===== src/source/cacheGeomPkg.sv =====
package cacheGeomPkg;

  localparam int addrWidth   = 32;
  localparam int wordWidth   = 64;
  localparam int lineWords   = 4;
  localparam int lineWidth   = wordWidth * lineWords;
  localparam int maskWidth   = wordWidth / 8;
  localparam int offsetBits  = 5;
  localparam int indexBits   = 6;
  localparam int tagBits     = addrWidth - indexBits - offsetBits;
  localparam int wordSelBits = 2;
  localparam int numWays     = 2;

  typedef logic [addrWidth-1:0]   addrT;
  typedef logic [wordWidth-1:0]   wordT;
  typedef logic [lineWidth-1:0]   lineT;
  typedef logic [maskWidth-1:0]   maskT;
  typedef logic [tagBits-1:0]     tagT;
  typedef logic [indexBits-1:0]   indexT;
  typedef logic [wordSelBits-1:0] wordSelT;

  // address splits into tag, index, word select and byte offset
  function automatic indexT addrIndex(addrT addr);
    return addr[offsetBits +: indexBits];
  endfunction

  function automatic tagT addrTag(addrT addr);
    return addr[offsetBits+indexBits +: tagBits];
  endfunction

  function automatic wordSelT addrSel(addrT addr);
    return addr[offsetBits-wordSelBits +: wordSelBits];
  endfunction

  function automatic addrT lineAddr(tagT tag, indexT index);
    return {tag, index, {offsetBits{1'b0}}};
  endfunction

endpackage


===== src/source/cacheBusPkg.sv =====
package cacheBusPkg;

  // core side
  typedef struct packed {
    logic               valid;
    logic               write;
    cacheGeomPkg::addrT addr;
    cacheGeomPkg::wordT wdata;
    cacheGeomPkg::maskT mask;
  } coreReqT;

  typedef struct packed {
    logic               valid;
    logic               write;
    cacheGeomPkg::wordT rdata;
  } coreRespT;

  // memory side with line aligned addresses
  typedef struct packed {
    logic               valid;
    logic               write;
    cacheGeomPkg::addrT addr;
    cacheGeomPkg::lineT data;
  } memReqT;

  typedef struct packed {
    logic               valid;
    cacheGeomPkg::wordT data;
    logic               last;
  } memBeatT;

  // hit stage to refill engine
  typedef struct packed {
    logic               valid;
    logic               write;
    cacheGeomPkg::addrT addr;
    cacheGeomPkg::wordT wdata;
    cacheGeomPkg::maskT mask;
    logic               victimWay;
    logic               victimDirty;
    cacheGeomPkg::tagT  victimTag;
    cacheGeomPkg::lineT victimLine;
  } missReqT;

  // refill engine back to the arrays and the hit stage
  typedef struct packed {
    logic                valid;
    logic                way;
    cacheGeomPkg::indexT index;
    cacheGeomPkg::tagT   tag;
    cacheGeomPkg::lineT  line;
    logic                dirty;
  } fillT;

endpackage


===== src/source/reqQueue.sv =====
module reqQueue #(
  parameter int reqDepth = 4
) (
  input  logic                 clk,
  input  logic                 rst_n,
  input  cacheBusPkg::coreReqT enq_i,
  input  logic                 pop_i,
  output cacheBusPkg::coreReqT head_o,
  output logic                 creditReturn_o
);

  localparam int ptrBits = (reqDepth > 1) ? $clog2(reqDepth) : 1;

  cacheBusPkg::coreReqT entries [reqDepth];
  logic [ptrBits-1:0]   wrPtr;
  logic [ptrBits-1:0]   rdPtr;
  logic [ptrBits:0]     count;

  always_ff @(posedge clk) begin
    if (enq_i.valid) begin
      entries[wrPtr] <= enq_i;
    end
  end

  // the requester spends one credit per push
  always_ff @(posedge clk or negedge rst_n) begin
    if (!rst_n) begin
      wrPtr          <= '0;
      rdPtr          <= '0;
      count          <= '0;
      creditReturn_o <= 1'b0;
    end else begin
      if (enq_i.valid) begin
        wrPtr <= (wrPtr == ptrBits'(reqDepth - 1)) ? '0 : wrPtr + 1'b1;
      end
      if (pop_i) begin
        rdPtr <= (rdPtr == ptrBits'(reqDepth - 1)) ? '0 : rdPtr + 1'b1;
      end
      count          <= count + (ptrBits+1)'(enq_i.valid) - (ptrBits+1)'(pop_i);
      creditReturn_o <= pop_i;
    end
  end

  always_comb begin
    head_o       = entries[rdPtr];
    head_o.valid = (count != '0);
  end

endmodule


===== config.mk =====
export PLATFORM = sky130hd
export DESIGN_NAME = reqQueue
export DESIGN_NICKNAME = d
export VERILOG_FILES = /design/src/source/cacheGeomPkg.sv /design/src/source/cacheBusPkg.sv /design/src/source/reqQueue.sv
export SDC_FILE = /design/constraint.sdc
export NUM_CORES = 1
export LEC_CHECK = 0
export ABC_AREA = 0
export BUFFER_PORTS_ARGS = -buffer_cell sky130_fd_sc_hd__buf_4
export CAP_MARGIN = 0
export CORE_MARGIN = 5
export CORE_UTILIZATION = 40
export CTS_CLUSTER_SIZE = 10
export DETAILED_ROUTE_END_ITERATION = 8
export GPL_ROUTABILITY_DRIVEN = 0
export GPL_TIMING_DRIVEN = 0
export PLACE_DENSITY_LB_ADDON = 0.05
export SKIP_LAST_GASP = 1
export SYNTH_ARGS = -nofsm -noshare
export SYNTH_HDL_FRONTEND = slang
export SYNTH_SLANG_ARGS = --single-unit

===== constraint.sdc =====
create_clock -name clk -period 3.79 [get_ports clk]
set_input_delay 0.758 -clock clk [delete_from_list [all_inputs] [get_ports clk]]
set_output_delay 0.758 -clock clk [all_outputs]
set_load 0.005 [all_outputs]

======== After elaboration in Yosys (flattened, before gate mapping) ========
Memories as Yosys holds them, arrays and structs flattened.
Index checks and enable logic that the tools add are counted.
storage, ports and cells
  output and inout port bits .............. 107
  flip-flop bits (word level) ............. 8
  memories kept ........................... 1
  input bits .............................. 109
  logic and storage cells ................. 16
  bits in writable memories ............... 424
memory list
  name     words  bits a word  rd ports  clocked after memory_dff  write ports  line            source
  entries  4      106          1         0                         1            reqQueue.sv:14  cacheBusPkg::coreReqT entries [reqDepth];
cells by class
  mux-type cells .......................... 4
  equality and inequality tests ........... 2
  reductions and logical operators ........ 1
  $add $sub $neg .......................... 4
operator list
  operator             count
  $add 2x1->2 const B  2
  $eq 2x2->1 const B   2
  $mux 2               2
  $add 3x1->3          1
  $reduce_bool 3->1    1
  $sub 3x1->3          1
  $mux 1               2

======== Depth between registers and ports, before layout ========
  depth after elaboration ................. 2
  mapped depth ............................ 8
  depth with buffers taken out ............ 8

======== Worst setup path after synthesis ========
Ideal clock, no wire load.
  path kind ............................... input-to-reg
  start ................................... input port enq_i[105] in the netlist's numbering
  end ..................................... memory entries[0][0] in the netlist's numbering (enable)
  cell stages on the path ................. 1
  required time ........................... 3.314 ns
  slack ................................... 0.136 ns
  arrival ................................. 3.178 ns
  library setup time ...................... 0.476 ns
  path through ............................ and2_1
on the way
  longest elaborated chain between the ends .. 2
RTL lines
  element                       line            source
  from (decl)                   reqQueue.sv:6   input cacheBusPkg::coreReqT enq_i,
  $mux 1                        reqQueue.sv:20  if (enq_i.valid) begin
  $mux 1 (implied by the code)  reqQueue.sv:21  entries[wrPtr] <= enq_i;
  to (decl)                     reqQueue.sv:14
No other way between the ends.

==> results.md <==
* Final-report hold violation count at 0
* DRC violations left at 0
* Minimum clock period at 3.181 ns
* Sequential share of power at 42.5%
* Antenna-violating nets left at 0
* Netlist cell types at 19
* PwrDens at 753.9 mW/mm²
* Final std cells w/o fill at between 1,000 and 1,500
* Most used cell along the critical path: buf_2
* Hold path depth at 1
* Maximum root-to-sink buffer count at 3
* Hpwl dp at 20.40 mm
* Post-Syn Area at 0.01556 mm²
* Slew Viols, Final at 0
* Register-to-Register Path Depth at 5
* Postcts setup bufs at 0
* Worst-Margin Slew at 0.6845 ns
* Total power draw at ~15 mW
* Clk slew on worst S/H paths at 0.05 ns
* Hold Path Class: input port to flip-flop
* FF-to-FF Start: wrPtr[0]$_DFFE_PN0P_
* GRT Overall Usage at 14.72%
* TritonCTS clock tree: done
* Setup violators final at 0
* Outcome: finished clean
* Startpoint type of the worst setup path: flip-flop
* First DRT Iteration DRCs at 309
* I/O pins at 216
* Highest Signal Layer: met5
* CTS Buf Count at between 40 and 50
* Worst-path cell chain: buf_2 > buf_2 > buf_2 > mux4_2 > buf_4
* Hold path start: pop_i
* WL per Instance at ~23 µm
* Cell area after layout at 0.01941 mm²
* Main synth FF type: edfxtp_1
* Static Leakage at 6.622 nW
* Reg2reg setup slack at approximately 1.7 ns
* Core Rows at 72
* Crit end category: output pin
* Register Area at 0.01281 mm²
* Root Buffer: clkbuf_16
* Rel. slew slack at 54.37%
* Leading area contributor after synthesis: edfxtp_1
* Placed insts at 1,326
* R2R Path End: entries[2][75]$_DFFE_PP_
* Max Freq at 0.3144 GHz
* Gr ovfl total at 0
* Die footprint at roughly 0.043 mm²
* Worst clock skew at 0.009726 ns
* Slowest CP cell: buf_2
* Final WS setup at 0.6089 ns
* Final hold slack at around 0.35 ns
* Pre-CTS setup slack at 1.100 ns
* Switching power total at roughly 3.8 mW
* Sequential area share after synthesis at 82.33%
* Pin count of the biggest net entering global routing at 52
* Most instantiated cells after synthesis: 420 x edfxtp_1, 105 x mux4_2, 13 x buf_2
* Antenna diode count at 0
* Layout cells sized above 1 at around 46%
* WHS Endpoint: creditReturn_o$_DFF_PN0_
* H-tree depth at 2
* Metal2 WL at 16.00 mm
* Core box area at 0.03856 mm²
* Tcrit/Tclk final at 83.93%
* Crit-path max cell delay at 0.38 ns
* Final Net Count at 977
* Dpl cell area at 0.01805 mm²
* Crit path max fanout at 10
* Max-cap violations at 0
* WL met3 at 1.974 mm
* #FFs+latches synth at 428
* Clk network pwr share at about 28%
* Avg Inst Size Synth at 26.60 µm²
* RSZ-0062 raised after global routing: false
* Hold_buf cts at 1
* Pint at 10.79 mW
* Initial Util at about two fifths
* Arr. time, crit path at 2.42 ns
* Wirelength, routed at 31.62 mm
* Die Span Y at 207.2 µm
* Met1 WL at roughly 13 mm
* Drt first pass iters at 4
* Multi-input logic area at 0.002580 mm²
* Vias in the first global route at ~7,700
* Main area contributors after synthesis: edfxtp_1 81%, mux4_2 15%, dfrtp_1 1.3%
* CTS sink count at 428
* Die W at 207.2 µm
* Initial antenna violation count at 1
* Number of synthesized flops with an enable pin at 420
* Most numerous cell in the Yosys netlist: edfxtp_1
* Comb pwr share at 29.7%
* Synth warn at 0
* Crit Path Category: flip-flop to output pin
* Latest clock arrival within the worst-skew pair at 0.57 ns
* Via-to-Cell Ratio at 4.997
* Critical path data required time at 3.03 ns
* Final Util at 50.33%
* First-pass GRT wire length at a little under 50 mm
* Mapped Cells at 585
* Sw Share at between 20% and 30%
* Net Count, Synth at about 700
* Input/output buffers at around 220
* Routed vias at 6,966
* Setup_tns at 0 ns
* Area Growth Syn to Fin at 24.72%
* Yosys top cell area share at 81.05%
* Post-CTS Resized at 0
* Layout fillers at 3,177
* Async set or reset register ratio after synthesis at 1.869%
* Worst VDD drop at ~0.00046 V
==> worst max-delay path by stage <==
stage / start / to / slack [ns] / cells after the start
6_report: rdPtr[1]$_DFFE_PN0P_ / head_o[97] / 0.61 / 5
5_1_grt: rdPtr[1]$_DFFE_PN0P_ / head_o[97] / 0.45 / 5
4_1_cts: rdPtr[1]$_DFFE_PN0P_ / head_o[100] / 0.47 / 5
3_5_place_dp: rdPtr[1]$_DFFE_PN0P_ / head_o[100] / 1.10 / 5
3_3_place_gp: enq_i[105] / entries[0][63]$_DFFE_PP_ / -2.07 / 2
2_1_floorplan: enq_i[105] / entries[0][0]$_DFFE_PP_ / 0.14 / 1
==> per-layer routing <==
| metal | track usage (%) | vias to the layer above |
|---|---|---|
| met4 | 5.495 | 2 |
| met2 | 24.54 | 175 |
| met1 | 18.44 | 3662 |
| met5 | 0 | - |
| li1 | - | 3067 |
| met3 | 4.337 | 60 |
==> power by group through the flow <==
stage          Sequential (mW)  Clock [mW]  Combinational (mW)
2_1_floorplan             6.34           0                2.32
3_3_place_gp              6.44           0                4.33
3_5_place_dp              6.32           0                4.52
4_1_cts                   6.23        4.21                4.54
5_1_grt                   6.27        4.43                4.71
6_report                  6.22        4.06                4.35
==> layout by cell type (no fill, tap or decap) <==
| master | netlist | layout |
|---|---|---|
| nand2_1 | 1 | 1 |
| mux2_2 | 2 | 2 |
| clkbuf_16 | 0 | 51 |
| buf_6 | 4 | 4 |
| buf_2 | 13 | 13 |
| inv_1 | 6 | 6 |
| dfrtp_1 | 8 | 8 |
| clkinv_1 | 0 | 2 |
| clkbuf_1 | 5 | 17 |
| edfxtp_1 | 420 | 420 |
| dlygate4sd3_1 | 0 | 1 |
| o21ai_0 | 2 | 2 |
| and2_4 | 0 | 4 |
| or3b_2 | 1 | 1 |
| buf_12 | 1 | 2 |
| clkbuf_8 | 0 | 1 |
| buf_16 | 0 | 7 |
| fa_1 | 1 | 1 |
| buf_4 | 1 | 216 |
| mux4_2 | 105 | 105 |
| or3_1 | 1 | 1 |
| nor2_1 | 1 | 1 |
| xnor2_1 | 2 | 2 |
| inv_6 | 0 | 1 |
| ha_1 | 7 | 7 |
==> cell families after synthesis <==
family,count (synthesis),share of synthesized area (%)
adders and majority gates,8,0.6915
AOI/OAI and AO/OA,2,0.06433
and+or+nand+nor,8,0.3055
buffers and inverters,30,1.150
muxes,107,15.34
DFF,428,82.33
xor gates and xnor gates,2,0.1126
==> critical path: cells and delay by family, from the launching register on <==
family / cells / cell delay (ns)
buffers and inverters: 4 / 1.12
muxes: 1 / 0.37
DFF: 1 / 0.36
==> state kept, by name (all words and copies together), names as in the netlist <==
register,flops
rdPtr,2
wrPtr,2
entries,420
creditReturn_o,1
count,3
==> area by class of cell <==
| cell class | instances | share of cell area [%] |
|---|---|---|
| repair buffers | 224 | 9.464 |
| multi-input cells | 127 | 13.29 |
| inverters | 6 | 0.1160 |
| clock inverters | 3 | 0.08381 |
| plain buffers | 24 | 0.8059 |
| clock buffers | 64 | 6.879 |
| flip-flops and latches | 428 | 66.02 |
| well taps | 518 | 3.340 |
Power figures use the tool's default switching activity.
