**src/source/cacheGeomPkg.sv**
```systemverilog
package cacheGeomPkg;

  localparam int addrWidth   = 32;
  localparam int wordWidth   = 64;
  localparam int lineWords   = 4;
  localparam int lineWidth   = wordWidth * lineWords;
  localparam int maskWidth   = wordWidth / 8;
  localparam int offsetBits  = 5;
  localparam int indexBits   = 6;
  localparam int tagBits     = addrWidth - indexBits - offsetBits;
  localparam int wordSelBits = 2;
  localparam int numWays     = 2;

  typedef logic [addrWidth-1:0]   addrT;
  typedef logic [wordWidth-1:0]   wordT;
  typedef logic [lineWidth-1:0]   lineT;
  typedef logic [maskWidth-1:0]   maskT;
  typedef logic [tagBits-1:0]     tagT;
  typedef logic [indexBits-1:0]   indexT;
  typedef logic [wordSelBits-1:0] wordSelT;

  // address splits into tag, index, word select and byte offset
  function automatic indexT addrIndex(addrT addr);
    return addr[offsetBits +: indexBits];
  endfunction

  function automatic tagT addrTag(addrT addr);
    return addr[offsetBits+indexBits +: tagBits];
  endfunction

  function automatic wordSelT addrSel(addrT addr);
    return addr[offsetBits-wordSelBits +: wordSelBits];
  endfunction

  function automatic addrT lineAddr(tagT tag, indexT index);
    return {tag, index, {offsetBits{1'b0}}};
  endfunction

endpackage

```
**src/source/cacheBusPkg.sv**
```systemverilog
package cacheBusPkg;

  // core side
  typedef struct packed {
    logic               valid;
    logic               write;
    cacheGeomPkg::addrT addr;
    cacheGeomPkg::wordT wdata;
    cacheGeomPkg::maskT mask;
  } coreReqT;

  typedef struct packed {
    logic               valid;
    logic               write;
    cacheGeomPkg::wordT rdata;
  } coreRespT;

  // memory side with line aligned addresses
  typedef struct packed {
    logic               valid;
    logic               write;
    cacheGeomPkg::addrT addr;
    cacheGeomPkg::lineT data;
  } memReqT;

  typedef struct packed {
    logic               valid;
    cacheGeomPkg::wordT data;
    logic               last;
  } memBeatT;

  // hit stage to refill engine
  typedef struct packed {
    logic               valid;
    logic               write;
    cacheGeomPkg::addrT addr;
    cacheGeomPkg::wordT wdata;
    cacheGeomPkg::maskT mask;
    logic               victimWay;
    logic               victimDirty;
    cacheGeomPkg::tagT  victimTag;
    cacheGeomPkg::lineT victimLine;
  } missReqT;

  // refill engine back to the arrays and the hit stage
  typedef struct packed {
    logic                valid;
    logic                way;
    cacheGeomPkg::indexT index;
    cacheGeomPkg::tagT   tag;
    cacheGeomPkg::lineT  line;
    logic                dirty;
  } fillT;

endpackage

```
**src/source/refillEngine.sv**
```systemverilog
module refillEngine (
  input  logic                 clk,
  input  logic                 rst_n,
  input  cacheBusPkg::missReqT miss_i,
  output cacheBusPkg::memReqT  memReq_o,
  input  logic                 memReady_i,
  input  cacheBusPkg::memBeatT memBeat_i,
  output cacheBusPkg::fillT    fill_o
);

  localparam int wordWidth = cacheGeomPkg::wordWidth;

  typedef enum logic [2:0] {
    idle,
    writeBack,
    readReq,
    collect,
    install
  } stateT;

  stateT                 state;
  cacheBusPkg::missReqT  req;
  cacheGeomPkg::lineT    lineBuf;
  cacheGeomPkg::lineT    merged;
  cacheGeomPkg::wordSelT beatCnt;
  cacheGeomPkg::wordSelT reqSel;
  cacheGeomPkg::indexT   reqIndex;

  assign reqSel   = cacheGeomPkg::addrSel(req.addr);
  assign reqIndex = cacheGeomPkg::addrIndex(req.addr);

  always_ff @(posedge clk or negedge rst_n) begin
    if (!rst_n) begin
      state   <= idle;
      beatCnt <= '0;
    end else begin
      case (state)
        idle: begin
          if (miss_i.valid) begin
            state <= miss_i.victimDirty ? writeBack : readReq;
          end
        end
        writeBack: begin
          if (memReady_i) begin
            state <= readReq;
          end
        end
        readReq: begin
          if (memReady_i) begin
            state   <= collect;
            beatCnt <= '0;
          end
        end
        collect: begin
          if (memBeat_i.valid) begin
            beatCnt <= beatCnt + 1'b1;
            if (memBeat_i.last) begin
              state <= install;
            end
          end
        end
        default: state <= idle;
      endcase
    end
  end

  // buffer starts as the victim line, then beats overwrite it word by word
  always_ff @(posedge clk) begin
    if (state == idle && miss_i.valid) begin
      req     <= miss_i;
      lineBuf <= miss_i.victimLine;
    end else if (state == collect && memBeat_i.valid) begin
      lineBuf[beatCnt*wordWidth +: wordWidth] <= memBeat_i.data;
    end
  end

  // pending store lands in the refilled line
  always_comb begin
    merged = lineBuf;
    if (req.write) begin
      for (int b = 0; b < cacheGeomPkg::maskWidth; b++) begin
        if (req.mask[b]) begin
          merged[reqSel*wordWidth + b*8 +: 8] = req.wdata[b*8 +: 8];
        end
      end
    end
  end

  always_comb begin
    memReq_o.valid = (state == writeBack) || (state == readReq);
    memReq_o.write = (state == writeBack);
    if (state == writeBack) begin
      memReq_o.addr = cacheGeomPkg::lineAddr(req.victimTag, reqIndex);
    end else begin
      memReq_o.addr = cacheGeomPkg::lineAddr(cacheGeomPkg::addrTag(req.addr), reqIndex);
    end
    memReq_o.data = lineBuf;
  end

  always_comb begin
    fill_o.valid = (state == install);
    fill_o.way   = req.victimWay;
    fill_o.index = reqIndex;
    fill_o.tag   = cacheGeomPkg::addrTag(req.addr);
    fill_o.line  = merged;
    fill_o.dirty = req.write;
  end

endmodule

```
**config.mk**
```make
export PLATFORM = sky130hd
export DESIGN_NAME = refillEngine
export DESIGN_NICKNAME = d
export VERILOG_FILES = /design/src/source/cacheGeomPkg.sv /design/src/source/cacheBusPkg.sv /design/src/source/refillEngine.sv
export SDC_FILE = /design/constraint.sdc
export NUM_CORES = 1
export LEC_CHECK = 0
export ABC_AREA = 1
export BUFFER_PORTS_ARGS = -buffer_cell sky130_fd_sc_hd__buf_2
export CAP_MARGIN = 20
export CORE_AREA = 2 2 396 398
export DETAILED_ROUTE_END_ITERATION = 12
export DIE_AREA = 0 0 398 400
export PLACE_DENSITY = 0.38
export SYNTH_ARGS = -nofsm -noshare
export SYNTH_HDL_FRONTEND = slang
export SYNTH_SLANG_ARGS = --single-unit
```
**constraint.sdc**
```tcl
create_clock -name clk -period 8.7 [get_ports clk]
set_clock_uncertainty 0.2 [all_clocks]
set_input_delay 0.87 -clock clk [delete_from_list [all_inputs] [get_ports clk]]
set_output_delay 0.87 -clock clk [all_outputs]
set_load 0.005 [all_outputs]
```
### After elaboration in Yosys (flattened, before gate mapping)

Cells that the tools add are included.

* register bits: 388
* input bits: 454
* output and inout bits: 576
* word-level logic and storage cells: 99

* add/sub/neg operators: 17
* equality and inequality tests: 9
* shifts and indexed selects: 18
* mux-type cells: 38
* reductions and logical operators: 8

Operators by type and width (number)
* 256-bit two-way mux: 18
* 256-bit bitwise mux: 9
* 8-bit by 34-bit variable shift with 256-bit output, first input constant: 8
* 8-bit by 34-bit indexed part select with 256-bit output: 8
* 64-bit by 34-bit variable shift with 256-bit output, first input constant: 1
* 64-bit by 34-bit indexed part select with 256-bit output: 1
* 9-bit negator with 34-bit output: 7
* 8-bit negator with 34-bit output: 2
* 8-bit by 6-bit adder with 9-bit output, second input constant: 4
* 32-bit two-way mux: 1
* 8-bit by 5-bit adder with 9-bit output, second input constant: 2
* 3-bit two-way mux: 5
* 3-bit case mux with 4 select lines: 1
* 8-bit by 4-bit adder with 9-bit output, second input constant: 1
* 2-bit != test, second input constant: 4
* 3-bit by 2-bit == test with 1-bit output, second input constant: 2
* 2-bit two-way mux: 3
* 5-bit AND reduction: 1
* 2-bit case mux with 2 select lines: 1
* 2-bit nonzero test: 2
* 3-bit by 1-bit == test with 1-bit output, second input constant: 1
* 3-bit == test, second input constant: 1
* 3-bit zero test: 1
* 3-bit AND reduction: 1
* 4 further kinds: 5

### Longest topological paths before layout

* depth in word-level cells: 26
* gate-level depth with buffers: 11
* gate-level depth less buffers: 7

### Worst setup path after synthesis

OpenSTA, ideal clock, no wires.

* path kind: register -> register
* start point: register, netlist name beatCnt[0]
* end point: register lineBuf[0], enable pin
* library setup time: 574 ps
* arrival time: 5754 ps
* required time: 7926 ps
* slack: 2171 ps
* stages on the path, launching flop included: 7
* path buffers: 2
* cell sequence: dfrtp_1 buf_2 buf_2 inv_1 ha_1 inv_1 o21ai_0

RTL lines
* end signal: assignment: line refillEngine.sv:71 `lineBuf <= miss_i.victimLine;`
* end signal: indexed assignment: line refillEngine.sv:73 `lineBuf[beatCnt*wordWidth +: wordWidth] <= memBeat_i.data;`
* end: declaration: line refillEngine.sv:23 `cacheGeomPkg::lineT lineBuf;`

==> flow_metrics.py <==
metrics = {
    "run_status": {
        "status": "complete, no violations",
    },
    "hold_path": {
        "whs_endpoint": "req[330]",
        "hp-start": "miss_i[330]",
        "holdPathStages": 1,
        "worstHoldPathType": "primary input to register",
    },
    "floorplanning": {
        "ios": 1030,
        "die_h_um": 400,
        "start_util_pct": 13.47,
        "die_x_um": 398,
        "rows": 145,
        "fp.dieArea_um2": 159200,
        "core_area_um2": 155100,
    },
    "placement": {
        "gp_routability_congestion": 0.8792,
        "dp_cells": 5386,
        "dp_slack_ns": 3.423,
        "dp_hpwl_um": 117000,
        "port_buffers": 1021,
        "dpl-instance-area_um2": 27920,
    },
    "finish": {
        "fillers": 17717,
        "instances_no_fill": 5498,
        "finalNetCount": 3850,
        "regArea_um2": 11540,
        "syn_to_final_growth_pct": 42.33,
        "design_area_um2": 29730,
        "drive_gt1_share_pct": 34.16,
        "multi_input_area_um2": 7900,
    },
    "grt": {
        "grt_use_total_pct": 18.26,
        "grt-ovfl-total": 0,
        "grt_pass1_wl_um": 198800,
        "grt_pass1_vias": 22041,
        "grt_max_degree": 125,
        "antenna_found_initial": 66,
    },
    "detailed_routing": {
        "vias": 23044,
        "wl_um": 153600,
        "firstDrtPassIters": 6,
        "drcViolationCount": 0,
        "via_per_inst": 4.191,
        "ant_nets": 0,
        "drt_iter0_markers": 2163,
        "drt-wirelength-per-cell_um": 27.93,
    },
    "worst_setup_path": {
        "rr_endpoint": "lineBuf[141]",
        "required_ns": 7.63,
        "critical_path.max_stage_delay_ns": 0.91,
        "cp_slowest_cell": "ha_1",
        "path_class": "register to output pin",
        "crit_buf_inv": 4,
        "worst-path-max-fanout": 41,
        "cp-end-kind": "output pin",
        "r2r_slack_ns": 5.15,
        "startpoint": "req[354]",
        "rr_startpoint": "beatCnt[0]",
        "critical_path.cell_chain": "inv_6 > ha_1 > clkinv_2 > buf_4 > nand4_1 > o21ai_0 > buf_2",
        "path_delay_family": "buffers and inverters",
        "r2r_cells": 8,
        "crit_arrival_ns": 4.76,
        "critPathLaunchType": "register",
    },
    "logic_synthesis": {
        "synth.area.top_cells": "edfxtp_1 55%, nand2_1 17%, o21ai_0 9.4%",
        "synth-seq-cells": 385,
        "yosysTopAreaCell": "edfxtp_1",
        "synth.yosys.seq_area_share_pct": 55.22,
        "synth_top_area_share_pct": 54.62,
        "synthCells": 2464,
        "ys_types": 26,
        "synth-edff-count": 380,
        "synthFlopType": "edfxtp_1",
        "synth_area_um2": 20890,
        "async_reset_ff_share_pct": 1.299,
        "ys_warn_count": 0,
        "avgSynthCellArea_um2": 8.478,
    },
    "sta": {
        "relSlewSlack_pct": 31.45,
        "finalSetupViolCount": 0,
        "fmax_mhz": 171.6,
        "rsz0062_at_grt": "false",
        "tns_ns": 0,
        "final-hold-violation-count": 0,
        "worstMarginPinSlew_ns": 1.028,
        "period_share_pct": 67.00,
        "post-route-min-period_ns": 5.829,
        "final_max_slew_viol_count": 0,
        "setup_ws_ns": 2.871,
    },
    "clocking": {
        "cts_tree": "done",
        "clockBufferDepth": 3,
        "clkTransAtPathRegs_ns": 0.06,
        "cts_buffers": 54,
        "root_buffer": "clkbuf_16",
        "clock-sinks": 385,
        "clk-insertion-delay-late_ns": 0.63,
        "ctsHtreeMaxLevel": 2,
        "cts_resized": 0,
    },
    "pwr": {
        "p_per_area_nw_per_um2": 323.3,
        "design_power_total_mw": 9.611,
        "peakVddDrop_mv": 0.1678,
        "p_leak_nw": 13.22,
    },
    "run": {
        "maxCapViolCount": 0,
    },
}
-- layer usage --
| metal | routed length, um | part of all wire (%) | track usage [%] | vias to the layer above |
|---|---|---|---|---|
| li1 | - | - | - | 10219 |
| met1 | 63910 | 42 | 23.31 | 11311 |
| met2 | 72830 | 47 | 30.34 | 1254 |
| met3 | 13080 | 8.5 | 4.908 | 234 |
| met4 | 3578 | 2.3 | 4.627 | 26 |
| met5 | 176 | 0.11 | 0 | - |
-- placed cells by master (no fill, tap or decap), types with 2 or more instances in the layout --
master	count
clkbuf_16	55
nand2_1	949
clkinvlp_4	2
nor2_4	5
nand3_1	230
edfxtp_1	380
buf_2	1021
nand2_4	3
inv_1	99
buf_4	43
clkinv_1	13
inv_6	2
o21ai_0	390
nand2_2	2
o21ai_4	2
o21ai_1	52
conb_1	5
nor2_2	2
nor3_1	5
clkinv_2	9
inv_2	3
nand4_1	63
bufinv_16	8
diode_2	15
clkbuf_1	9
nor2_1	43
dfrtp_1	4
nand3b_1	2
buf_12	2
nor3_4	2
ha_1	10
-- synth_stat cells, drive strengths merged (2+ instances only) --
master  instances
nor2           50
nand4          64
nor3            7
clkbuf         64
dfrtp           5
buf           143
nand2         954
edfxtp        380
inv           107
o21ai         444
nand3         232
ha             11
nand3b          2
-- state kept, by name (all words and copies together) (netlist names) --
name	flops
lineBuf	256
req	95
beatCnt	2
state	3
fill_o	29
-- report_power, final --
group	total (mW)	internal [mW]	leakage [nW]	switching, mW
Sequential	3.28	2.82	3.66	0.456
Combinational	3.98	1.10	8.70	2.88
Clock	2.35	1.38	0.858	0.969
-- through the flow --
| stage | util (%) | hold slack (ns) |
|---|---|---|
| 2_1_floorplan | - | 0.3027 |
| 3_3_place_gp | 17.99 | 0.3534 |
| 3_5_place_dp | 18.00 | 0.3698 |
| 4_1_cts | 19.14 | 0.1213 |
| 5_1_grt | 19.16 | 0.1416 |
| 6_report | 19.17 | 0.1967 |
-- what timing repair did --
item / 4_1_cts / 5_1_grt
endpoints found under the hold margin: 5 / 0
setup buffers: 0 / 0
hold buffers: 1 / 0
-- logic make-up (layout without fill, tap and decap cells) --
kind of cell / after synthesis / after routing / synth area share (%)
simple gates: 1309 / 1309 / 26.10
compound gates: 444 / 444 / 10.64
flops: 385 / 385 / 55.22
buf+inv: 314 / 1271 / 7.361
fa+ha+maj: 11 / 11 / 0.6588
other cells: 1 / 20 / 0.01795
-- area by class of cell --
| cell class | count | share of cell area, % |
|---|---|---|
| inverters | 107 | 1.410 |
| multi-input cells | 1769 | 26.57 |
| clock buffers | 64 | 4.743 |
| clock inverters | 32 | 1.199 |
| repair buffers | 1068 | 18.48 |
| flip-flops and latches | 385 | 38.81 |
| diodes | 15 | 0.1262 |
| well taps | 2058 | 8.661 |
-- worst max-delay path by stage --
stage	end	slack, ns	cells past startpoint
6_report	fill_o[131]	2.87	7
5_1_grt	fill_o[131]	2.65	7
4_1_cts	fill_o[131]	2.72	7
3_5_place_dp	fill_o[131]	3.42	7
3_3_place_gp	fill_o[131]	3.47	7
2_1_floorplan	lineBuf[0]	2.17	6
(Power assumes the default switching activity.)
