==> src/source/cacheGeomPkg.sv <==
package cacheGeomPkg;

  localparam int addrWidth   = 32;
  localparam int wordWidth   = 64;
  localparam int lineWords   = 4;
  localparam int lineWidth   = wordWidth * lineWords;
  localparam int maskWidth   = wordWidth / 8;
  localparam int offsetBits  = 5;
  localparam int indexBits   = 6;
  localparam int tagBits     = addrWidth - indexBits - offsetBits;
  localparam int wordSelBits = 2;
  localparam int numWays     = 2;

  typedef logic [addrWidth-1:0]   addrT;
  typedef logic [wordWidth-1:0]   wordT;
  typedef logic [lineWidth-1:0]   lineT;
  typedef logic [maskWidth-1:0]   maskT;
  typedef logic [tagBits-1:0]     tagT;
  typedef logic [indexBits-1:0]   indexT;
  typedef logic [wordSelBits-1:0] wordSelT;

  // address splits into tag, index, word select and byte offset
  function automatic indexT addrIndex(addrT addr);
    return addr[offsetBits +: indexBits];
  endfunction

  function automatic tagT addrTag(addrT addr);
    return addr[offsetBits+indexBits +: tagBits];
  endfunction

  function automatic wordSelT addrSel(addrT addr);
    return addr[offsetBits-wordSelBits +: wordSelBits];
  endfunction

  function automatic addrT lineAddr(tagT tag, indexT index);
    return {tag, index, {offsetBits{1'b0}}};
  endfunction

endpackage

==> src/source/cacheBusPkg.sv <==
package cacheBusPkg;

  // core side
  typedef struct packed {
    logic               valid;
    logic               write;
    cacheGeomPkg::addrT addr;
    cacheGeomPkg::wordT wdata;
    cacheGeomPkg::maskT mask;
  } coreReqT;

  typedef struct packed {
    logic               valid;
    logic               write;
    cacheGeomPkg::wordT rdata;
  } coreRespT;

  // memory side with line aligned addresses
  typedef struct packed {
    logic               valid;
    logic               write;
    cacheGeomPkg::addrT addr;
    cacheGeomPkg::lineT data;
  } memReqT;

  typedef struct packed {
    logic               valid;
    cacheGeomPkg::wordT data;
    logic               last;
  } memBeatT;

  // hit stage to refill engine
  typedef struct packed {
    logic               valid;
    logic               write;
    cacheGeomPkg::addrT addr;
    cacheGeomPkg::wordT wdata;
    cacheGeomPkg::maskT mask;
    logic               victimWay;
    logic               victimDirty;
    cacheGeomPkg::tagT  victimTag;
    cacheGeomPkg::lineT victimLine;
  } missReqT;

  // refill engine back to the arrays and the hit stage
  typedef struct packed {
    logic                valid;
    logic                way;
    cacheGeomPkg::indexT index;
    cacheGeomPkg::tagT   tag;
    cacheGeomPkg::lineT  line;
    logic                dirty;
  } fillT;

endpackage

==> src/source/tagStore.sv <==
module tagStore #(
  parameter int numSets = 64
) (
  input  logic                                            clk,
  input  logic                                            rst_n,
  input  cacheGeomPkg::indexT                             rdIndex_i,
  input  logic                                            rdEn_i,
  input  logic                                            setWrite_i,
  input  logic                                            setWriteWay_i,
  input  cacheBusPkg::fillT                               fill_i,
  output cacheGeomPkg::tagT [cacheGeomPkg::numWays-1:0] tags_o,
  output logic [cacheGeomPkg::numWays-1:0]              valid_o,
  output logic [cacheGeomPkg::numWays-1:0]              dirty_o,
  output logic                                            victimWay_o
);

  localparam int setBits = $clog2(numSets);

  cacheGeomPkg::tagT tagMem [cacheGeomPkg::numWays][numSets];
  logic [numSets-1:0][cacheGeomPkg::numWays-1:0] validBits;
  logic [numSets-1:0][cacheGeomPkg::numWays-1:0] dirtyBits;
  logic [numSets-1:0]                            rrBits;
  logic [setBits-1:0] rdSet;
  logic [setBits-1:0] fillSet;
  logic [setBits-1:0] lookSet;
  logic               rdVictim;

  assign rdSet   = rdIndex_i[setBits-1:0];
  assign fillSet = fill_i.index[setBits-1:0];

  // invalid way first, then round robin
  always_comb begin
    if (!validBits[rdSet][0]) begin
      rdVictim = 1'b0;
    end else if (!validBits[rdSet][1]) begin
      rdVictim = 1'b1;
    end else begin
      rdVictim = rrBits[rdSet];
    end
  end

  always_ff @(posedge clk) begin
    if (fill_i.valid) begin
      tagMem[fill_i.way][fillSet] <= fill_i.tag;
    end
    if (rdEn_i) begin
      lookSet   <= rdSet;
      tags_o[0] <= tagMem[0][rdSet];
      tags_o[1] <= tagMem[1][rdSet];
    end
  end

  always_ff @(posedge clk or negedge rst_n) begin
    if (!rst_n) begin
      validBits   <= '0;
      dirtyBits   <= '0;
      rrBits      <= '0;
      valid_o     <= '0;
      dirty_o     <= '0;
      victimWay_o <= 1'b0;
    end else begin
      if (fill_i.valid) begin
        validBits[fillSet][fill_i.way] <= 1'b1;
        dirtyBits[fillSet][fill_i.way] <= fill_i.dirty;
        if (&validBits[fillSet]) begin
          rrBits[fillSet] <= ~rrBits[fillSet];
        end
      end
      // store hit targets the set of the last lookup
      if (setWrite_i) begin
        dirtyBits[lookSet][setWriteWay_i] <= 1'b1;
      end
      if (rdEn_i) begin
        valid_o     <= validBits[rdSet];
        dirty_o     <= dirtyBits[rdSet];
        victimWay_o <= rdVictim;
      end
    end
  end

endmodule

==> config.mk <==
export PLATFORM = sky130hd
export DESIGN_NAME = tagStore
export DESIGN_NICKNAME = d
export VERILOG_FILES = /design/src/source/cacheGeomPkg.sv /design/src/source/cacheBusPkg.sv /design/src/source/tagStore.sv
export SDC_FILE = /design/constraint.sdc
export NUM_CORES = 2
export LEC_CHECK = 0
export BUFFER_PORTS_ARGS = -buffer_cell sky130_fd_sc_hd__buf_2
export CORE_MARGIN = 10
export CORE_UTILIZATION = 59
export CTS_CLUSTER_SIZE = 8
export DETAILED_ROUTE_END_ITERATION = 6
export PLACE_DENSITY = 0.76
export SETUP_SLACK_MARGIN = 0.4
export SLEW_MARGIN = 15
export SYNTH_ARGS = -nofsm -noshare
export SYNTH_HDL_FRONTEND = slang
export SYNTH_SLANG_ARGS = --single-unit
==> constraint.sdc <==
create_clock -name clk -period 2.9 [get_ports clk]
set_clock_uncertainty 0.1 [all_clocks]
set_input_delay 0.145 -clock clk [delete_from_list [all_inputs] [get_ports clk]]
set_output_delay 0.145 -clock clk [all_outputs]
set_load 0.01 [all_outputs]
Word level (Yosys, flattened, before mapping). Memory sizes are Yosys's and may differ from the RTL's. Cells that the tools add are included.

Bits of input ports: 297. Bits in latches: 0. Output and inout port bits: 47. ROM bits: 0. Word-level logic and storage cells: 195. Bits in writable memories: 2688. Register bits: 373. Memories kept: 1.

Memories: tagMem (depth 2, width 1344, rd ports 2, clocked after memory_dff 0, wr ports 1, RTL line tagStore.sv:19) `cacheGeomPkg::tagT tagMem [cacheGeomPkg::numWays][numSets];`.

Order comparisons: 12. Multipliers: 0. Shifts and indexed selects: 0. Eq/ne operators: 0. Div/mod/pow operators: 0. Reductions and logical operators: 6. Multiplexer cells: 36. Add/subtract/negate cells: 0. Bitwise gates (word level): 5.

Operators with widths (number): $mux 1344 (1); $mux 128 (2); $or 128x128->128 (2); $bmux 21 s6 (2); $bwmux 128 (1); $demux 21 s6 (1); $mux 21 (5); $bwmux 64 (1); $bmux 2 s6 (3); $demux 2 s6 (2); $lt 6x7->1 const B (3); $ge 7x7->1 const B (2); $not 6->7 (2); $bmux 1 s6 (2); $ge 6x1->1 const B (2); $mux 2 (5); $mux 1 (8); $lt 7x1->1 const B (1); $demux 1 s6 (1); $logic_and 1x1->1 (5); $lt 1x2->1 const B (2); $reduce_and 3->1 (1); $demux 1 s1 (2); $ge 1x1->1 const B (2); $not 1->1 (1).

Logic depth before layout (Yosys ltp).
Word-level depth: 10. Gate-level depth with buffers: 12. Gate-level depth less buffers: 7.

Least setup slack after synthesis. No wires, ideal clock.

Path kind: input -> register. Start point: in fill_i[280] (netlist name). End point: reg dirtyBits[7] (netlist name). Data required time: 2671 ps. Setup time: 129 ps. Setup slack: 21 ps. Cell stages on the path: 10. Path buffers: 5. Arrival time: 2650 ps. Cells stage by stage: buf_6 > buf_4 > buf_6 > buf_4 > nor2_1 > clkbuf_1 > nand2_1 > nor2_1 > mux2i_1 > o21ai_0.

Cells in the longest elaborated chain, start to end: 8. Elaborated cells on any way between the ends: 9. Classes of those cells: order compare (2); mux (5); bitwise (1); reduce/logical (1).

Ends and longest elaborated chain: start, declared (RTL line tagStore.sv:10) `input cacheBusPkg::fillT fill_i,`; $lt 6x7->1 (not written as such) or $ge 6x1->1 (tied branches) (RTL line tagStore.sv:64) `dirtyBits[fillSet][fill_i.way] <= fill_i.dirty;`; $logic_and 1x1->1 (not written as such) (RTL line tagStore.sv:64); $mux 2 (not written as such) (RTL line tagStore.sv:64); $demux 2 s6 * (RTL line tagStore.sv:64); $bwmux 128 * (RTL line tagStore.sv:64); $mux 128 * (RTL line tagStore.sv:62) `if (fill_i.valid) begin`; $or 128x128->128 (no source line); $mux 128 * (RTL line tagStore.sv:70) `if (setWrite_i) begin`; end signal, assigned by index (RTL line tagStore.sv:64); end, declared (RTL line tagStore.sv:21) `logic [numSets-1:0][cacheGeomPkg::numWays-1:0] dirtyBits;`.

Every way passes the cells marked *; elsewhere a longest branch is shown, timed or not. A chain may end at the register's enable or synchronous reset.

Worst setup path in the final report.
Start point: in fill_i[278] (netlist name). End point: reg rrBits[11].

Cells in the longest elaborated chain, start to end: 5. Elaborated cells on any way between the ends: 12. Classes of those cells: order compare (2); mux (7); bitwise (1); reduce/logical (2).

Ends and longest elaborated chain: $lt 6x7->1 (not written as such) or $ge 6x1->1 (tied branches) (RTL line tagStore.sv:66) `rrBits[fillSet] <= ~rrBits[fillSet];`; $logic_and 1x1->1 (not written as such) (RTL line tagStore.sv:66); $mux 1 (not written as such) (RTL line tagStore.sv:66); $demux 1 s6 (RTL line tagStore.sv:66); $bwmux 64 (RTL line tagStore.sv:66); end signal, assigned by index (RTL line tagStore.sv:66); end, declared (RTL line tagStore.sv:22) `logic [numSets-1:0] rrBits;`.

Parallel ways exist; a longest one is shown, timed or not. The select of a mux whose other input is x is not followed.

==> metrics <==
total number of vias=64700; yosys synthesis warning count=0; core area=0.203 mm^2; number of synthesized register bits=3061; critical path peak fanout=64; crit path max-delay cell type=sky130_fd_sc_hd__dlygate4sd3_1; number of DRC markers after the initial detailed-route iteration=9525; period utilization=0.959; die area=0.223 mm^2; main area contributors after synthesis=sky130_fd_sc_hd__edfxtp_1 (68%), sky130_fd_sc_hd__mux4_2 (18%), sky130_fd_sc_hd__dfrtp_1 (6.7%), sky130_fd_sc_hd__mux2i_1 (1.5%), sky130_fd_sc_hd__o21ai_0 (0.63%); maximum vdd ir drop=736 uV; number of nets in the final layout=6470; HPWL after detailed placement=194000 um; antenna-violating nets left=0; global-route wire length before repair=512000 um; Worst Path Required=3.65 ns; mean post-synth cell area=22.2 um^2; via count of the first global-routing pass=67200; min cycle time layout=2.78 ns; # H-tree levels=5; TritonCTS clock tree=done; standard-cell rows=165; starting utilization of the core area=0.595; per-cell via count in the routed design=7.21; clock root buffer=sky130_fd_sc_hd__clkbuf_16; worst max-slew margin expressed relative to the limit=0.207; number of detailed-routing iterations run before antenna repair=5; kind of path behind the tightest hold check=input pin to flip-flop; stage delay of the slowest cell on the critical path=0.60 ns; synthesized instance count=5444; Layout Cell Area excl Fill=0.142 mm^2; chain of cells forming the critical path=buf_2, buf_12, dlygate4sd3_1, nand3_1, buf_12, o22ai_1, nor4_1, buf_4, o22ai_1, or4_1, buf_12, mux2_1; sequential share of the synthesized area=0.748; post-synth top area share=0.681; final count of negative-setup-slack endpoints=0; fin. max-slew vios=0; setup repair after global routing missed its margin=yes; library cell with the largest summed area after synthesis=sky130_fd_sc_hd__edfxtp_1; fill count=11500; number of design rule violations left after detail routing=0; clock-pin slew of the registers on the worst-case setup and hold paths=0.05 ns; global placer's final weighted congestion=0.931; clock net sink count=3061; leakage=47.1 nW; area added between synthesis and finish=17.5%; Max Fclk=359 MHz; status=completed; share of synthesized registers carrying an async set or reset=0.106; actual transition at the worst max-transition pin=1.19 ns; Num CTS Buffers=433; Setup crit start kind=input pin; number of distinct library cells after synthesis=63; total of max-cap violations=0; Synth Flop Type=sky130_fd_sc_hd__edfxtp_1; fraction of final layout cells with drive strength greater than 1=0.365; Cell Area, Placed=0.130 mm^2; Worst Path Class, Setup=input pin to flip-flop; post-synthesis net count=5741; crit end category=flip-flop; count of flip-flops with a built-in enable after synthesis=2736; Total Routing Usage GR=0.325; maximum number of pins on one net before global-route repair=129; Bufs on Longest Clock Path=4; routed wire length=361000 um; input/output buffers=87; number of antenna violations at the first check in global routing=20; global route total overflow=0; detail-routed net length per standard cell=40.2 um; clock network latency to the later pin of the worst-skew pair=1.00 ns; DIE HEIGHT=472 um; number of setup buffers added after CTS=0; number of hold-slack violations in the final timing report=0; horizontal die dimension=472 um; core occupancy in the finished layout=0.699; Mapped Area=0.121 mm^2; cell seen most often among critical-path stages=sky130_fd_sc_hd__buf_12; Pwr Density=711 mW/mm^2; crit path DAT=3.53 ns; I/O Pins=344
logic make-up (layout without fill, tap and decap cells):
| kind of cell | after synthesis | in the layout | synth area share |
|---|---|---|---|
| buf+inv | 350 | 1188 | 0.0132 |
| mux | 1225 | 1225 | 0.202 |
| compound gates | 273 | 273 | 0.0134 |
| flops | 3061 | 3061 | 0.748 |
| simple gates | 535 | 535 | 0.0232 |
| other cells | 0 | 16 | 0 |
synthesized netlist by cell type, types with 8 or more instances:
cell type,n
sky130_fd_sc_hd__o21ai_0,152
sky130_fd_sc_hd__dfrtp_1,325
sky130_fd_sc_hd__nand4_1,61
sky130_fd_sc_hd__inv_1,22
sky130_fd_sc_hd__or2_2,119
sky130_fd_sc_hd__nand2b_1,23
sky130_fd_sc_hd__mux2i_1,179
sky130_fd_sc_hd__buf_2,70
sky130_fd_sc_hd__and3_1,11
sky130_fd_sc_hd__edfxtp_1,2736
sky130_fd_sc_hd__buf_1,62
sky130_fd_sc_hd__a21oi_1,12
sky130_fd_sc_hd__buf_4,18
sky130_fd_sc_hd__nor4_1,8
sky130_fd_sc_hd__o221ai_1,9
sky130_fd_sc_hd__nand3_1,24
sky130_fd_sc_hd__buf_6,16
sky130_fd_sc_hd__mux2_2,56
sky130_fd_sc_hd__mux4_2,963
sky130_fd_sc_hd__nand2_1,83
sky130_fd_sc_hd__nor2_1,149
sky130_fd_sc_hd__clkbuf_1,160
sky130_fd_sc_hd__nand3b_1,9
sky130_fd_sc_hd__o22ai_1,54
sky130_fd_sc_hd__mux2_1,26
stage by stage:
stage	power (mW)	hold slack (ns)	setup slack, ns	setup TNS (ns)	instances
2_1_floorplan	53.9	-0.251	0.0743	0	5444
3_3_place_gp	56.7	0.0759	-0.383	-25.99	8361
3_5_place_dp	56.9	0.0772	-0.363	-23.92	8361
4_1_cts	101	0.0164	0.183	0	8954
5_1_grt	103	0.0904	0.0934	0	8964
6_report	101	0.0949	0.118	0	8970
critical path, delay by kind of cell:
family,cells,cell delay [ns]
AOI/OAI and AO/OA,2,0.15
buffers and inverters,6,1.56
muxes,1,0.33
and+or+nand+nor,3,1.28
sequential cells by signal, indices dropped and copies added (netlist names):
| name | flops |
|---|---|
| tagMem | 2688 |
| dirtyBits | 128 |
| validBits | 128 |
| rrBits | 64 |
| tags_o | 42 |
| lookSet | 6 |
| dirty_o | 2 |
| valid_o | 2 |
| victimWay_o | 1 |
where the power goes:
part / internal, mW / switching, mW
Clock: 26.8 / 17.7
Combinational: 2.95 / 3.78
Sequential: 49.1 / 0.630
Total: 78.8 / 22.1
final cells by class:
cell class | count | area (um^2) | share of cell area
diodes | 16 | 40.0 | 0.000282
clock buffers | 536 | 11300 | 0.0800
clock inverters | 8 | 63.8 | 0.000450
inverters | 24 | 90.1 | 0.000635
multi-input cells | 2033 | 29400 | 0.207
flip-flops and latches | 3061 | 90300 | 0.637
well taps | 2672 | 3340 | 0.0236
repair buffers | 620 | 7310 | 0.0515
worst paths after layout:
check | to | cells past startpoint | slack [ns] | start
worst max-delay path | rrBits[11] | 12 | 0.12 | fill_i[278]
worst min-delay path | rrBits[58] | 6 | 0.09 | fill_i[278]
worst max register to register | rrBits[19] | 9 | 0.16 | validBits[26]
worst min register to register | validBits[0] | 2 | 0.38 | validBits[0]
max in group asynchronous | rrBits[21] | 4 | 1.88 | rst_n
min in group asynchronous | dirtyBits[31] | 4 | 0.40 | rst_n
cell usage in the layout, fill, tap and decap left out, types with 5 or more instances in the layout:
cell type | netlist | routed
sky130_fd_sc_hd__edfxtp_1 | 2736 | 2736
sky130_fd_sc_hd__mux4_2 | 963 | 963
sky130_fd_sc_hd__clkbuf_16 | 0 | 439
sky130_fd_sc_hd__dfrtp_1 | 325 | 325
sky130_fd_sc_hd__buf_4 | 18 | 296
sky130_fd_sc_hd__buf_12 | 0 | 208
sky130_fd_sc_hd__mux2i_1 | 179 | 178
sky130_fd_sc_hd__o21ai_0 | 152 | 151
sky130_fd_sc_hd__or2_2 | 119 | 119
sky130_fd_sc_hd__clkbuf_1 | 160 | 97
sky130_fd_sc_hd__nand2_1 | 83 | 82
sky130_fd_sc_hd__nor2_2 | 0 | 78
sky130_fd_sc_hd__nand4_1 | 61 | 61
sky130_fd_sc_hd__mux2_2 | 56 | 56
sky130_fd_sc_hd__buf_2 | 70 | 56
sky130_fd_sc_hd__o22ai_1 | 54 | 54
sky130_fd_sc_hd__dlygate4sd3_1 | 0 | 48
sky130_fd_sc_hd__nor2_4 | 0 | 41
sky130_fd_sc_hd__nor2_1 | 149 | 30
sky130_fd_sc_hd__mux2_1 | 26 | 26
sky130_fd_sc_hd__nand3_1 | 24 | 24
sky130_fd_sc_hd__inv_1 | 22 | 22
sky130_fd_sc_hd__nand2b_1 | 23 | 22
sky130_fd_sc_hd__diode_2 | 0 | 16
sky130_fd_sc_hd__and3_1 | 11 | 11
sky130_fd_sc_hd__a21oi_1 | 12 | 11
sky130_fd_sc_hd__nand3b_1 | 9 | 9
sky130_fd_sc_hd__o221ai_1 | 9 | 9
sky130_fd_sc_hd__nor4_1 | 8 | 8
sky130_fd_sc_hd__nor3b_1 | 7 | 7
sky130_fd_sc_hd__or3b_2 | 7 | 7
sky130_fd_sc_hd__nor3_1 | 7 | 7
sky130_fd_sc_hd__a211oi_1 | 7 | 7
sky130_fd_sc_hd__buf_6 | 16 | 6
sky130_fd_sc_hd__and2_1 | 5 | 5
sky130_fd_sc_hd__o31ai_1 | 5 | 5
sky130_fd_sc_hd__or3_1 | 6 | 5
repair_timing:
action                                  CTS  global route
setup endpoints to repair                66           182
endpoints found under the hold margin  3259             0
hold buffers                             49             0
gates resized for setup                   3            12
pin swaps                                 1             2
routing by layer:
layer | global-route usage | vias up | share of wire
li1 | - | 24300 | -
met4 | 0.167 | 16 | 0.062
met5 | 0 | - | 0.00029
met2 | 0.535 | 5041 | 0.50
met3 | 0.0699 | 960 | 0.10
met1 | 0.411 | 34400 | 0.33
No activity file was read; power rests on OpenSTA's default activity.
